$ cat src/aw_monitor_params.svh
`ifndef AW_MONITOR_PARAMS_SVH
`define AW_MONITOR_PARAMS_SVH

// --------------------
// Monitor sizing
// --------------------

// Number of AW channels watched in parallel
`define AW_NUM_PORTS 4

// AXI address bus width
`define AW_ADDR_WIDTH 32

// AXI transaction ID width
`define AW_ID_WIDTH 4

// Data bus width in bytes
// Only the test traffic uses it
`define AW_DATA_BYTES 4

// Width of each per-rule violation counter
`define AW_CNT_WIDTH 16

`endif

$ cat src/axi4_types_pkg.sv
`include "aw_monitor_params.svh"

package axi4_types_pkg;

  // --------------------
  // Burst encodings
  // --------------------

  // AXI4 AWBURST field, 2'b11 is reserved
  typedef enum logic [1:0] {
    FIXED    = 2'b00,
    INCR     = 2'b01,
    WRAP     = 2'b10,
    RESERVED = 2'b11
  } aw_burst_e;

  // --------------------
  // AW channel
  // --------------------

  // Address phase fields, everything except the handshake
  // Width is ID plus address plus 18 bits
  typedef struct packed {
    logic [`AW_ID_WIDTH-1:0]   id;
    logic [`AW_ADDR_WIDTH-1:0] addr;
    logic [3:0]                len;
    logic [2:0]                size;
    aw_burst_e                 burst;
    logic [1:0]                lock;
    logic [3:0]                cache;
    logic [2:0]                prot;
  } aw_payload_t;

  // One observed AW channel with its handshake pair
  typedef struct packed {
    aw_payload_t payload;
    logic        valid;
    logic        ready;
  } aw_chan_t;

endpackage

$ cat src/aw_check_pkg.sv
`include "aw_monitor_params.svh"

package aw_check_pkg;

  // --------------------
  // Rule flags
  // --------------------

  // Rule index, also the bit position inside aw_viol_t
  typedef enum logic [2:0] {
    RULE_PAYLOAD_CHANGE = 3'd0,
    RULE_VALID_DROP     = 3'd1,
    RULE_BAD_BURST      = 3'd2,
    RULE_BAD_WRAP_LEN   = 3'd3,
    RULE_WRAP_MISALIGN  = 3'd4,
    RULE_CROSS_4K       = 3'd5
  } aw_rule_e;

  // Counter array depth
  localparam int AW_NUM_RULES = int'(RULE_CROSS_4K) + 1;

  // Port field width, never below one bit
  localparam int AW_PORT_WIDTH = (`AW_NUM_PORTS > 1) ? $clog2(`AW_NUM_PORTS) : 1;

  // Fields listed MSB first so payload_change lands on bit 0
  typedef struct packed {
    logic cross_4k;
    logic wrap_misalign;
    logic bad_wrap_len;
    logic bad_burst;
    logic valid_drop;
    logic payload_change;
  } aw_viol_t;

  // First violation seen since reset
  typedef struct packed {
    logic                     valid;
    logic [AW_PORT_WIDTH-1:0] port;
    aw_viol_t                 flags;
    logic [`AW_ID_WIDTH-1:0]  id;
  } aw_first_err_t;

  // Sampler output for one channel
  typedef struct packed {
    axi4_types_pkg::aw_chan_t cur;
    axi4_types_pkg::aw_chan_t prev;
    logic                     stalled;
  } aw_sample_t;

endpackage

$ cat src/aw_port_sampler.sv
`timescale 1ns/100ps
`include "aw_monitor_params.svh"

module aw_port_sampler (
  input  logic                                          aclk,
  input  logic                                          reset,
  input  axi4_types_pkg::aw_chan_t [`AW_NUM_PORTS-1:0]  aw_bus,
  output aw_check_pkg::aw_sample_t [`AW_NUM_PORTS-1:0]  sample
);

  // --------------------
  // Two-deep history per port
  // --------------------

  // cur holds the beat taken at this edge
  // prev holds the beat from the edge before
  // stalled says prev was waiting on ready
  always_ff @(posedge aclk) begin
    for (int p = 0; p < `AW_NUM_PORTS; p++) begin
      // Payload words carry no reset
      sample[p].cur.payload  <= aw_bus[p].payload;
      sample[p].prev.payload <= sample[p].cur.payload;

      if (reset) begin
        // Handshake history cleared
        sample[p].cur.valid  <= 1'b0;
        sample[p].cur.ready  <= 1'b0;
        sample[p].prev.valid <= 1'b0;
        sample[p].prev.ready <= 1'b0;
        // No stall right after reset
        sample[p].stalled    <= 1'b0;
      end else begin
        sample[p].cur.valid  <= aw_bus[p].valid;
        sample[p].cur.ready  <= aw_bus[p].ready;
        sample[p].prev.valid <= sample[p].cur.valid;
        sample[p].prev.ready <= sample[p].cur.ready;
        // Beat now moving to prev was held off by the slave
        sample[p].stalled    <= sample[p].cur.valid & ~sample[p].cur.ready;
      end
    end
  end

endmodule

$ cat src/aw_rule_checker.sv
`timescale 1ns/100ps
`include "aw_monitor_params.svh"

module aw_rule_checker (
  input  logic                     aclk,
  input  logic                     reset,
  input  aw_check_pkg::aw_sample_t sample,
  output aw_check_pkg::aw_viol_t   viol
);

  // --------------------
  // Decoded beat
  // --------------------

  axi4_types_pkg::aw_payload_t cur_pl;
  axi4_types_pkg::aw_payload_t prev_pl;

  // Handshake on the current beat
  logic handshake;

  // Burst type decode
  logic is_wrap;
  logic is_incr;

  // Low address bits that must be zero for a given size
  logic [7:0] align_mask;

  // Offset inside the 4 KB page and bytes moved by the burst
  logic [12:0] page_offset;
  logic [12:0] xfer_bytes;
  logic [12:0] burst_end;

  aw_check_pkg::aw_viol_t viol_d;

  assign cur_pl    = sample.cur.payload;
  assign prev_pl   = sample.prev.payload;
  assign handshake = sample.cur.valid & sample.cur.ready;

  assign is_wrap = (cur_pl.burst == axi4_types_pkg::WRAP);
  assign is_incr = (cur_pl.burst == axi4_types_pkg::INCR);

  // 2^size minus one, size tops out at 128 bytes
  assign align_mask = (8'd1 << cur_pl.size) - 8'd1;

  // (len + 1) beats of 2^size bytes, at most 2048
  assign page_offset = {1'b0, cur_pl.addr[11:0]};
  assign xfer_bytes  = ({9'd0, cur_pl.len} + 13'd1) << cur_pl.size;
  assign burst_end   = page_offset + xfer_bytes;

  // --------------------
  // Rule evaluation
  // --------------------

  always_comb begin
    viol_d = '0;

    // Stability rules only apply while the previous beat was stalled
    if (sample.stalled) begin
      if (!sample.cur.valid) begin
        viol_d.valid_drop = 1'b1;
      end else if (cur_pl != prev_pl) begin
        viol_d.payload_change = 1'b1;
      end
    end

    // Burst legality at the accepting edge
    if (handshake) begin
      viol_d.bad_burst = (cur_pl.burst == axi4_types_pkg::RESERVED);

      // WRAP takes 2, 4, 8 or 16 beats
      viol_d.bad_wrap_len = is_wrap &&
                            !(cur_pl.len inside {4'd1, 4'd3, 4'd7, 4'd15});

      // WRAP start aligned to the beat size
      viol_d.wrap_misalign = is_wrap &&
                             ((cur_pl.addr[7:0] & align_mask) != 8'd0);

      // Last byte still inside the start page
      viol_d.cross_4k = is_incr && (burst_end > 13'd4096);
    end
  end

  // One-cycle pulses, one edge after the sample
  always_ff @(posedge aclk) begin
    if (reset) begin
      viol <= '0;
    end else begin
      viol <= viol_d;
    end
  end

endmodule

$ cat src/aw_violation_log.sv
`timescale 1ns/100ps
`include "aw_monitor_params.svh"

module aw_violation_log (
  input  logic                                                     aclk,
  input  logic                                                     reset,
  input  aw_check_pkg::aw_viol_t [`AW_NUM_PORTS-1:0]              viol_in,
  // Sampler record, prev holds the beat behind viol_in
  input  aw_check_pkg::aw_sample_t [`AW_NUM_PORTS-1:0]            sample_in,
  output aw_check_pkg::aw_viol_t [`AW_NUM_PORTS-1:0]              viol,
  output logic [aw_check_pkg::AW_NUM_RULES-1:0][`AW_CNT_WIDTH-1:0] err_count,
  output aw_check_pkg::aw_first_err_t                              first_err,
  output logic                                                     err_any
);

  localparam int NUM_RULES = aw_check_pkg::AW_NUM_RULES;
  localparam int CNT_W     = `AW_CNT_WIDTH;
  localparam int HIT_W     = $clog2(`AW_NUM_PORTS + 1);
  localparam int PORT_W    = aw_check_pkg::AW_PORT_WIDTH;

  logic [NUM_RULES-1:0][HIT_W-1:0] hits;
  logic [NUM_RULES-1:0][CNT_W:0]   cnt_sum;
  logic [PORT_W-1:0]               sel_port;
  logic                            any_flag;

  // Pulses pass straight through
  assign viol = viol_in;

  // --------------------
  // Flag reduction
  // --------------------

  // Ports flagging each rule this cycle
  // Bit r of a flag word is rule r
  always_comb begin
    hits = '0;
    for (int p = 0; p < `AW_NUM_PORTS; p++) begin
      for (int r = 0; r < NUM_RULES; r++) begin
        hits[r] = hits[r] + HIT_W'(viol_in[p][r]);
      end
    end
  end

  // Lowest flagging port wins, scan from the top down
  always_comb begin
    sel_port = '0;
    any_flag = 1'b0;
    for (int p = `AW_NUM_PORTS - 1; p >= 0; p--) begin
      if (|viol_in[p]) begin
        sel_port = PORT_W'(p);
        any_flag = 1'b1;
      end
    end
  end

  // Extra top bit catches overflow
  always_comb begin
    for (int r = 0; r < NUM_RULES; r++) begin
      cnt_sum[r] = {1'b0, err_count[r]} + (CNT_W + 1)'(hits[r]);
    end
  end

  // --------------------
  // Log state
  // --------------------

  always_ff @(posedge aclk) begin
    if (reset) begin
      err_count <= '0;
      first_err <= '0;
      err_any   <= 1'b0;
    end else begin
      // Saturate at all ones
      for (int r = 0; r < NUM_RULES; r++) begin
        err_count[r] <= cnt_sum[r][CNT_W] ? {CNT_W{1'b1}} : cnt_sum[r][CNT_W-1:0];
      end

      // Record held until reset
      if (any_flag && !first_err.valid) begin
        first_err.valid <= 1'b1;
        first_err.port  <= sel_port;
        first_err.flags <= viol_in[sel_port];
        first_err.id    <= sample_in[sel_port].prev.payload.id;
      end

      err_any <= err_any | any_flag;
    end
  end

endmodule

$ cat src/axi_aw_monitor.sv
`timescale 1ns/100ps
`include "aw_monitor_params.svh"

module axi_aw_monitor (
  input  logic                                                     aclk,
  input  logic                                                     reset,
  input  axi4_types_pkg::aw_chan_t [`AW_NUM_PORTS-1:0]            aw_bus,
  output aw_check_pkg::aw_viol_t [`AW_NUM_PORTS-1:0]              viol,
  output logic [aw_check_pkg::AW_NUM_RULES-1:0][`AW_CNT_WIDTH-1:0] err_count,
  output aw_check_pkg::aw_first_err_t                              first_err,
  output logic                                                     err_any
);

  // --------------------
  // Pipeline wires
  // --------------------

  // Stage 1, registered beats with history
  aw_check_pkg::aw_sample_t [`AW_NUM_PORTS-1:0] sample;

  // Stage 2, registered per-port rule flags
  aw_check_pkg::aw_viol_t [`AW_NUM_PORTS-1:0] chk_viol;

  // Samples every channel at each edge
  aw_port_sampler u_sampler (
    .aclk   (aclk),
    .reset  (reset),
    .aw_bus (aw_bus),
    .sample (sample)
  );

  // One rule checker per channel
  for (genvar p = 0; p < `AW_NUM_PORTS; p++) begin : g_chk
    aw_rule_checker u_checker (
      .aclk   (aclk),
      .reset  (reset),
      .sample (sample[p]),
      .viol   (chk_viol[p])
    );
  end

  // Counters, first error and sticky level
  aw_violation_log u_log (
    .aclk      (aclk),
    .reset     (reset),
    .viol_in   (chk_viol),
    .sample_in (sample),
    .viol      (viol),
    .err_count (err_count),
    .first_err (first_err),
    .err_any   (err_any)
  );

endmodule

$ cat config.mk
export PLATFORM = sky130hd
export DESIGN_NAME = axi_aw_monitor
export DESIGN_NICKNAME = d
export VERILOG_FILES = /design/src/axi4_types_pkg.sv /design/src/aw_check_pkg.sv /design/src/aw_port_sampler.sv /design/src/aw_rule_checker.sv /design/src/aw_violation_log.sv /design/src/axi_aw_monitor.sv
export VERILOG_INCLUDE_DIRS = /design/src
export SDC_FILE = /design/constraint.sdc
export NUM_CORES = 1
export LEC_CHECK = 0
export ABC_AREA = 1
export BUFFER_PORTS_ARGS = -buffer_cell sky130_fd_sc_hd__buf_2
export CAP_MARGIN = 20
export CORE_AREA = 2 2 189 238
export DETAILED_ROUTE_END_ITERATION = 8
export DIE_AREA = 0 0 191 240
export HOLD_SLACK_MARGIN = 0.05
export PLACE_DENSITY = 0.77
export SYNTH_ARGS = -nofsm -noshare
export SYNTH_HDL_FRONTEND = slang
export SYNTH_HIERARCHICAL = 1
export SYNTH_SLANG_ARGS = --single-unit
$ cat constraint.sdc
create_clock -name aclk -period 5.2 [get_ports aclk]
set_clock_uncertainty 0.1 [all_clocks]
set_input_delay 1.04 -clock aclk [delete_from_list [all_inputs] [get_ports aclk]]
set_output_delay 1.04 -clock aclk [all_outputs]
set_load 0.02 [all_outputs]
======== After elaboration in Yosys (flattened, before gate mapping) ========
Index checks and enable logic that the tools add are counted.
storage, ports and cells
  register bits ........................... 586
  output and inout port bits .............. 134
  input bits .............................. 226
  word-level logic and storage cells ...... 302
operators by class
  bitwise logic cells ..................... 29
  $lt $le $gt $ge ......................... 5
  $add $sub $neg .......................... 36
  mux-type cells .......................... 26
  shift operators ......................... 8
  reductions and logical operators ........ 42
  eq/ne operators ......................... 32
operators with widths
  cell                                                                   number
  113-bit binary-select mux with 2-bit select                            1
  54-bit inequality test                                                 4
  16-bit by 3-bit adder with 17-bit output                               6
  16-bit two-way mux                                                     6
  57-bit two-way mux                                                     1
  12-bit by 13-bit adder with 13-bit output                              4
  13-bit greater-than comparator, second input constant                  4
  13-bit by 3-bit left shift with 13-bit output                          4
  3-bit by 1-bit adder with 3-bit output                                 12
  8-bit AND                                                              4
  8-bit nonzero test                                                     4
  1-bit by 3-bit left shift with 8-bit output, first input constant      4
  8-bit by 1-bit subtractor with 8-bit output, second input constant     4
  6-bit OR reduction                                                     4
  4-bit by 1-bit adder with 5-bit output, second input constant          4
  2-bit equality test, second input constant                             8
  4-bit by 1-bit equality test with 1-bit output, second input constant  4
  4-bit by 2-bit equality test with 1-bit output, second input constant  4
  4-bit by 3-bit equality test with 1-bit output, second input constant  4
  4-bit equality test, second input constant                             4
  1-bit NOT                                                              16
  4-bit nonzero test                                                     4
  2-bit OR reduction                                                     8
  1-bit logical AND                                                      13
  other kinds (11)                                                       47

======== Logic depth before layout (Yosys ltp) ========
Gate-level depths: netlist (run 1).
  depth after elaboration ................. 7
  depth in mapped cells ................... 22
  gate-level depth less buffers ........... 22

======== Hierarchy ========
Netlist (run 1), hierarchy kept.
modules (own cells, without submodules)
  module                                     cells each  area an instance (sq um)  times used
  aw_port_sampler                            490         9,198.8                   1
  aw_violation_log                           998         6,800.3                   1
  aw_rule_checker at g_chk[0].u_checker ...  353         1,951.9                   3
  aw_rule_checker at g_chk[1].u_checker      324         1,863.0                   1

======== Worst setup path after synthesis (run 1) ========
Ideal clock, no wire load.
  path kind ............................... register to register
  start point ............................. register g_chk[0].u_checker/viol[0] (netlist name)
  end point ............................... register u_log/err_count[14] (netlist bit)
  library setup time ...................... 57 ps
  data required time ...................... 5,043 ps
  arrival ................................. 2,555 ps
  slack ................................... 2,489 ps
  stages on the path, launching flop included .. 17
  path through ............................ dfxtp_1 -> ha_1 -> inv_1 -> fa_1 -> inv_1 -> ha_1 -> inv_1 -> fa_1 -> o21ai_1 -> and2_1 -> nand2_1 -> inv_2 -> nand3_1 -> buf_2 -> nand3_1 -> nand2_1 -> inv_1
between the ends
  word-level cells in the longest chain between the ends .. 5
ends and longest elaborated chain
  element                                               line                    source
  1-bit by 1-bit adder with 2-bit output                aw_violation_log.sv:39  hits[r] = hits[r] + HIT_W'(viol_in[p][r]);
  3-bit by 1-bit adder with 3-bit output (2 in series)  aw_violation_log.sv:39
  16-bit by 3-bit adder with 17-bit output              aw_violation_log.sv:59  cnt_sum[r] = {1'b0, err_count[r]} + (CNT_W + 1)'(hits[r]);
  16-bit two-way mux                                    aw_violation_log.sv:75  err_count[r] <= cnt_sum[r][CNT_W] ? {CNT_W{1'b1}} : cnt_sum[r][CNT_W-1:0];
  end signal, assigned by index                         aw_violation_log.sv:75
  end, declared                                         aw_violation_log.sv:11  output logic [aw_check_pkg::AW_NUM_RULES-1:0][`AW_CNT_WIDTH-1:0] err_count,
No other way between the ends.
A chain may end at the register's enable or synchronous reset.

======== Final worst setup path (run 1) ========
  start point ............................. register g_chk[1].u_checker/viol[5] (netlist name)
  end point ............................... register u_log/err_count[85] (netlist bit)
between the ends
  word-level cells in the longest chain between the ends .. 5
ends and longest elaborated chain
  element                                               line
  1-bit by 1-bit adder with 2-bit output                aw_violation_log.sv:39
  3-bit by 1-bit adder with 3-bit output (2 in series)  aw_violation_log.sv:39
  16-bit by 3-bit adder with 17-bit output              aw_violation_log.sv:59
  16-bit two-way mux                                    aw_violation_log.sv:75
No other way between the ends.

==> flow_metrics.tcl, run 1 <==
set metrics [dict create \
    worst-path-buf-inv 4 \
    synthCells 2851 \
    status "complete, no violations" \
    worstSkewPairLatency_ps 580 \
    post_cts_resized 0 \
    cp.arrival_ps 3570 \
    die_x_um 191 \
    antenna_found_initial 11 \
    cp.required_ps 5610 \
    routedWlPerCell_um 14.9 \
    regArea_mm2 0.0116 \
    drive_gt1_share_pct 17.0 \
    timing.slew.headroom_pct 43.5 \
    max_stage_delay_ps 480 \
    die-area_mm2 0.0458 \
    final_hold_viol_count 0 \
    wirelength_mm 57.1 \
    grt_pass1_wl_mm 90.6 \
    slowest_stage "dfxtp_1" \
    drv_slew 0 \
    numPortBuffers 359 \
    seq_power_share_pct 49.5 \
    hpwl_mm 44.7 \
    route.detailed.drc 0 \
    p_int_mw 7.30 \
    fmax_ghz 0.316 \
    comb_power_share_pct 9.0 \
    critPathKind "register to register" \
    synth_area_mm2 0.0235 \
    p_per_area_mw_per_mm2 351 \
    p_leak_nw 13.6 \
    drt_iter0_drc 876 \
    synth.avg_cell_area_um2 8.25 \
    grt_pass1_vias 18800 \
    min_period_ps 3160 \
    antenna_left 0 \
    fin_setup_tns_ps 0 \
    areaGrowthSynthToFinish_pct 17.0 \
    place.gp.congestion 0.915 \
    route.vias.total 19000 \
    core_mm2 0.0436 \
    synth_fp_nets 3173 \
    routed_via_density 4.96 \
    start_util_pct 54.0 \
    switching_power_mw 2.36 \
    path_max_fanout 10 \
    ys_warn_count 6 \
    dr.pass1.iters 7 \
    peakVddDrop_uv 364 \
    grt_overflow_total 0 \
    hold_path.class "register to register" \
    fillers 3766 \
    grt_usage_pct 24.7 \
    end_kind "register" \
    fin_util_pct 63.1 \
    crit_family "adder cells" \
    clock_sinks 578 \
    swShare_pct 24.4 \
    startpoint_type "register" \
    multi_input_area_mm2 0.00998 \
    power_mw 9.66 \
    clockRootBuffer "clkbuf_16" \
    cts_buffers 53 \
    final.period_utilization_pct 60.8 \
    worst_pin_slew_ps 845 \
    path_clk_slew_ps 60 \
    row_count 86 \
    htree_num_levels 2 \
    path_common_cell "inv_1" \
    postCtsSetupBuffers 0 \
    clkPwrFrac_pct 41.6 \
    postCtsHoldBufs 0 \
    pin_count 360 \
    setup_viol 0 \
    cts_tree "done" \
    ctsLongestPathBuffers 3 \
    cap_violations 0 \
    rsz0062_at_grt "no" \
    die_h_um 240 \
    crit_chain "ha_1 > inv_1 > fa_1 > inv_1 > ha_1 > inv_1 > fa_1 > o21ai_2 > nand2_1 > nor2_2 > nand2_2 > o21ai_0 > o21ai_0 > inv_1" \
    grt_max_degree 60 \
    nets 3531 \
]
-- placed cells by master (no fill, tap or decap), types with 45 or more instances in the layout --
cell type / instances
a21oi_1: 91
buf_2: 359
clkbuf_16: 55
dfxtp_1: 578
ha_1: 78
inv_1: 397
nand2_1: 602
nand3_1: 200
nand4_1: 54
nor2_1: 249
nor3_1: 52
o21ai_0: 78
or2_2: 45
xnor2_1: 132
xor2_1: 82
-- path summary, 6_finish.rpt --
| kind | to | depth (start not counted) | from | slack (ps) |
|---|---|---|---|---|
| worst max-delay path | u_log/err_count[85] | 14 | g_chk[1].u_checker/viol[5] | 2040 |
| worst min-delay path | u_sampler/sample[124] | 0 | u_sampler/sample[180] | 250 |
| worst max register to register | u_log/err_count[85] | 14 | g_chk[1].u_checker/viol[5] | 2040 |
| worst min register to register | u_sampler/sample[124] | 0 | u_sampler/sample[180] | 250 |
-- area by class of cell --
| type | count | share of cell area, % |
|---|---|---|
| clock buffer | 63 | 5.26 |
| tap | 572 | 2.60 |
| multi-input combinational | 1796 | 36.3 |
| antenna | 12 | 0.109 |
| sequential | 578 | 42.0 |
| clock inverter | 34 | 1.38 |
| inverter | 419 | 5.74 |
| timing repair buffer | 361 | 6.58 |
-- per-stage QoR --
stage	setup WS, ps	instance area (µm²)	instances	hold WS (ps)
floorplan	2490	23500	2851	226
global placement	2100	25700	3726	235
detailed placement	2080	25700	3726	235
CTS	2050	27500	3823	249
global route	1770	27500	3832	259
finish	2040	27500	3835	247
-- power groups by stage --
stage | sequential [mW] | clock [mW] | combinational, mW
detailed placement | 4.88 | 0 | 0.857
global placement | 4.87 | 0 | 0.837
global route | 4.80 | 4.29 | 0.989
finish | 4.78 | 4.02 | 0.868
floorplan | 4.85 | 0 | 0.613
CTS | 4.78 | 4.10 | 0.867
-- flip-flops by register name, summed over array words and instances (netlist names) --
signal	flops
g_chk.u_checker/viol	24
u_log/err_count	96
u_log/first_err	13
u_sampler/sample	444
u_log/err_any	1
-- metal layers --
metal / vias to the layer above / share of wire [%] / track usage [%]
met4: 0 / 3.9 / 11.0
met2: 545 / 50 / 44.8
li1: 9667 / - / -
met3: 124 / 5.5 / 4.01
met5: - / 0 / 0
met1: 8681 / 41 / 28.5
Note: power is estimated with default switching activity, not from simulation.
==> run 2, diff against run 1 <==
- ABC_AREA: 1 -> 0
- PLACE_DENSITY: 0.77 -> 0.76
- clock period: 5.2 -> 2.8 ns (I/O delays scaled with it)
==> run 2 against run 1 <==
  * The flow now finishes with violations (negative setup slack)
  * Combinational power rose to 2.6 times the previous value
  * Sequential power rose by 86%
  * Via count fell by 1.8%
  * Total power rose by 91%
  * Critical path type unchanged
==> flow_metrics.tcl, run 2 <==
set metrics [dict create \
    grt_max_degree 118 \
    grt_usage_pct 28.3 \
    final_hold_viol_count 0 \
    timing.slew.headroom_pct 46.9 \
    routed_via_density 5.34 \
    synth.avg_cell_area_um2 10.4 \
    p_int_mw 13.9 \
    clkPwrFrac_pct 39.5 \
    comb_power_share_pct 12.3 \
    swShare_pct 24.9 \
    switching_power_mw 4.60 \
    drive_gt1_share_pct 31.9 \
    fin_util_pct 70.9 \
    largest_reg_flops 444 \
    synth_area_mm2 0.0218 \
    clock_sinks 578 \
    die_h_um 240 \
    worstSkewPairLatency_ps 600 \
    max_stage_delay_ps 420 \
    routedWlPerCell_um 19.3 \
    fin_ws_ps -353 \
    cts_buffers 53 \
    largest_register "u_sampler/sample" \
    end_kind "register" \
    cp.required_ps 3180 \
    die_x_um 191 \
    fmax_ghz 0.317 \
    layout_commonest_cell "dfxtp_1" \
    route.vias.total 18700 \
    grt_pass1_wl_mm 102 \
    fin_setup_tns_ps -1990 \
    antenna_found_initial 2 \
    p_per_area_mw_per_mm2 598 \
    violations "negative setup slack" \
    place.gp.congestion 0.900 \
    path_common_cell "a21oi_1" \
    wirelength_mm 67.6 \
    drv_slew 0 \
    core_mm2 0.0436 \
    final_area_mm2 0.0309 \
    clockRootBuffer "clkbuf_16" \
    status "finished, violations left" \
    setup_viol 30 \
    seq_power_share_pct 48.2 \
    drt_iter0_drc 857 \
    rr_startpoint "u_sampler/sample[73]" \
    rsz0062_at_grt "yes" \
    cp.arrival_ps 3530 \
    hp-start "aw_bus[168]" \
    htree_num_levels 2 \
    hold_path.class "input pin to register" \
    start_util_pct 50.1 \
    final_cell_mix "dfxtp_1 (556), buf_2 (358), buf_4 (224)" \
    grt_overflow_total 0 \
    ctsLongestPathBuffers 3 \
    whs_ps 81.5 \
    route.detailed.drc 0 \
    nets 3202 \
    synth_fp_nets 2413 \
    critPathLaunch "u_sampler/sample[73]" \
    slowest_stage "or4_1" \
    final_cells 3497 \
    areaGrowthSynthToFinish_pct 41.5 \
    final.period_utilization_pct 113 \
    min_period_ps 3150 \
    place_inst 3151 \
    pin_count 360 \
    grt_pass1_vias 19500 \
    cap_violations 0 \
    cts_tree "done" \
    peakVddDrop_uv 914 \
    top_regs "u_sampler/sample: 444 flops, u_log/err_count: 96 flops, g_chk.u_checker/viol: 24 flops" \
    row_count 86 \
    die-area_mm2 0.0458 \
    path_clk_slew_ps 70 \
    numPortBuffers 359 \
    dpl-instance-area_mm2 0.0257 \
    p_leak_nw 13.2 \
    antenna_left 0 \
    hpwl_mm 43.8 \
    startpoint_type "register" \
    worst_pin_slew_ps 777 \
    synthCells 2091 \
    ys_warn_count 6 \
    path_max_fanout 5 \
    dr.pass1.iters 5 \
    critPathKind "register to register" \
    crit_chain "ha_4 > xor2_4 > nor2_2 > a21oi_2 > mux2i_1 > nor2_1 > ha_1 > a21oi_1 > o221a_1 > a21oi_1 > or4_1 > a211oi_2 > a31oi_1" \
]
## run 2: layout make-up
type | count | area [µm²]
clock inverters | 27 | 254
flip-flops and latches | 578 | 11600
multi-input cells | 1337 | 10600
inverters | 100 | 375
repair buffers | 810 | 5790
fillers | 2966 | 12700
clock buffers | 70 | 1500
diodes | 3 | 7.51
well taps | 572 | 716
## run 2: timing repair
item,4_1_cts,5_1_grt
gates resized for setup,72,137
gates cloned,2,1
setup endpoints to repair,69,100
hold buffers,217,0
pin swaps,37,57
setup buffers,16,10
endpoints found under the hold margin,217,0
## run 2: power groups by stage
| stage | Combinational [mW] | Clock, mW | Sequential, mW |
|---|---|---|---|
| CTS | 2.12 | 7.39 | 8.89 |
| detailed placement | 1.81 | 0 | 9.07 |
| global placement | 1.78 | 0 | 9.05 |
| global route | 2.45 | 7.75 | 8.94 |
| finish | 2.26 | 7.30 | 8.91 |
| floorplan | 1.09 | 0 | 9.01 |
## run 2: path summary, 6_finish.rpt
kind	endpoint	slack (ps)	depth (start not counted)
setup / recovery	g_chk[0].u_checker/viol[5]	-350	13
hold / removal	u_sampler/sample[396]	80	2
setup reg to reg	g_chk[0].u_checker/viol[5]	-350	13
hold reg to reg	u_sampler/sample[267]	250	0
## run 2: critical path, delay by kind of cell (launching register included)
kind,cells,cell delay (ps)
xor+xnor,1,160
fa+ha+maj,2,520
compound gates,6,1010
mux,1,260
simple gates,3,610
flops,1,380
## run 2: metrics by stage
stage	power, mW	setup WS (ps)
floorplan	10.1	-89.2
global route	19.1	-525
detailed placement	10.9	-312
CTS	18.4	-254
finish	18.5	-353
global placement	10.8	-252
## run 2: metal layers
metal  vias up  share of wire (%)  GRT usage, %
met5         -                  0             0
met4         0                4.7          12.3
met3       216                6.2          5.46
met2       722                 52          53.0
met1      8888                 37          30.7
li1       8856                  -             -
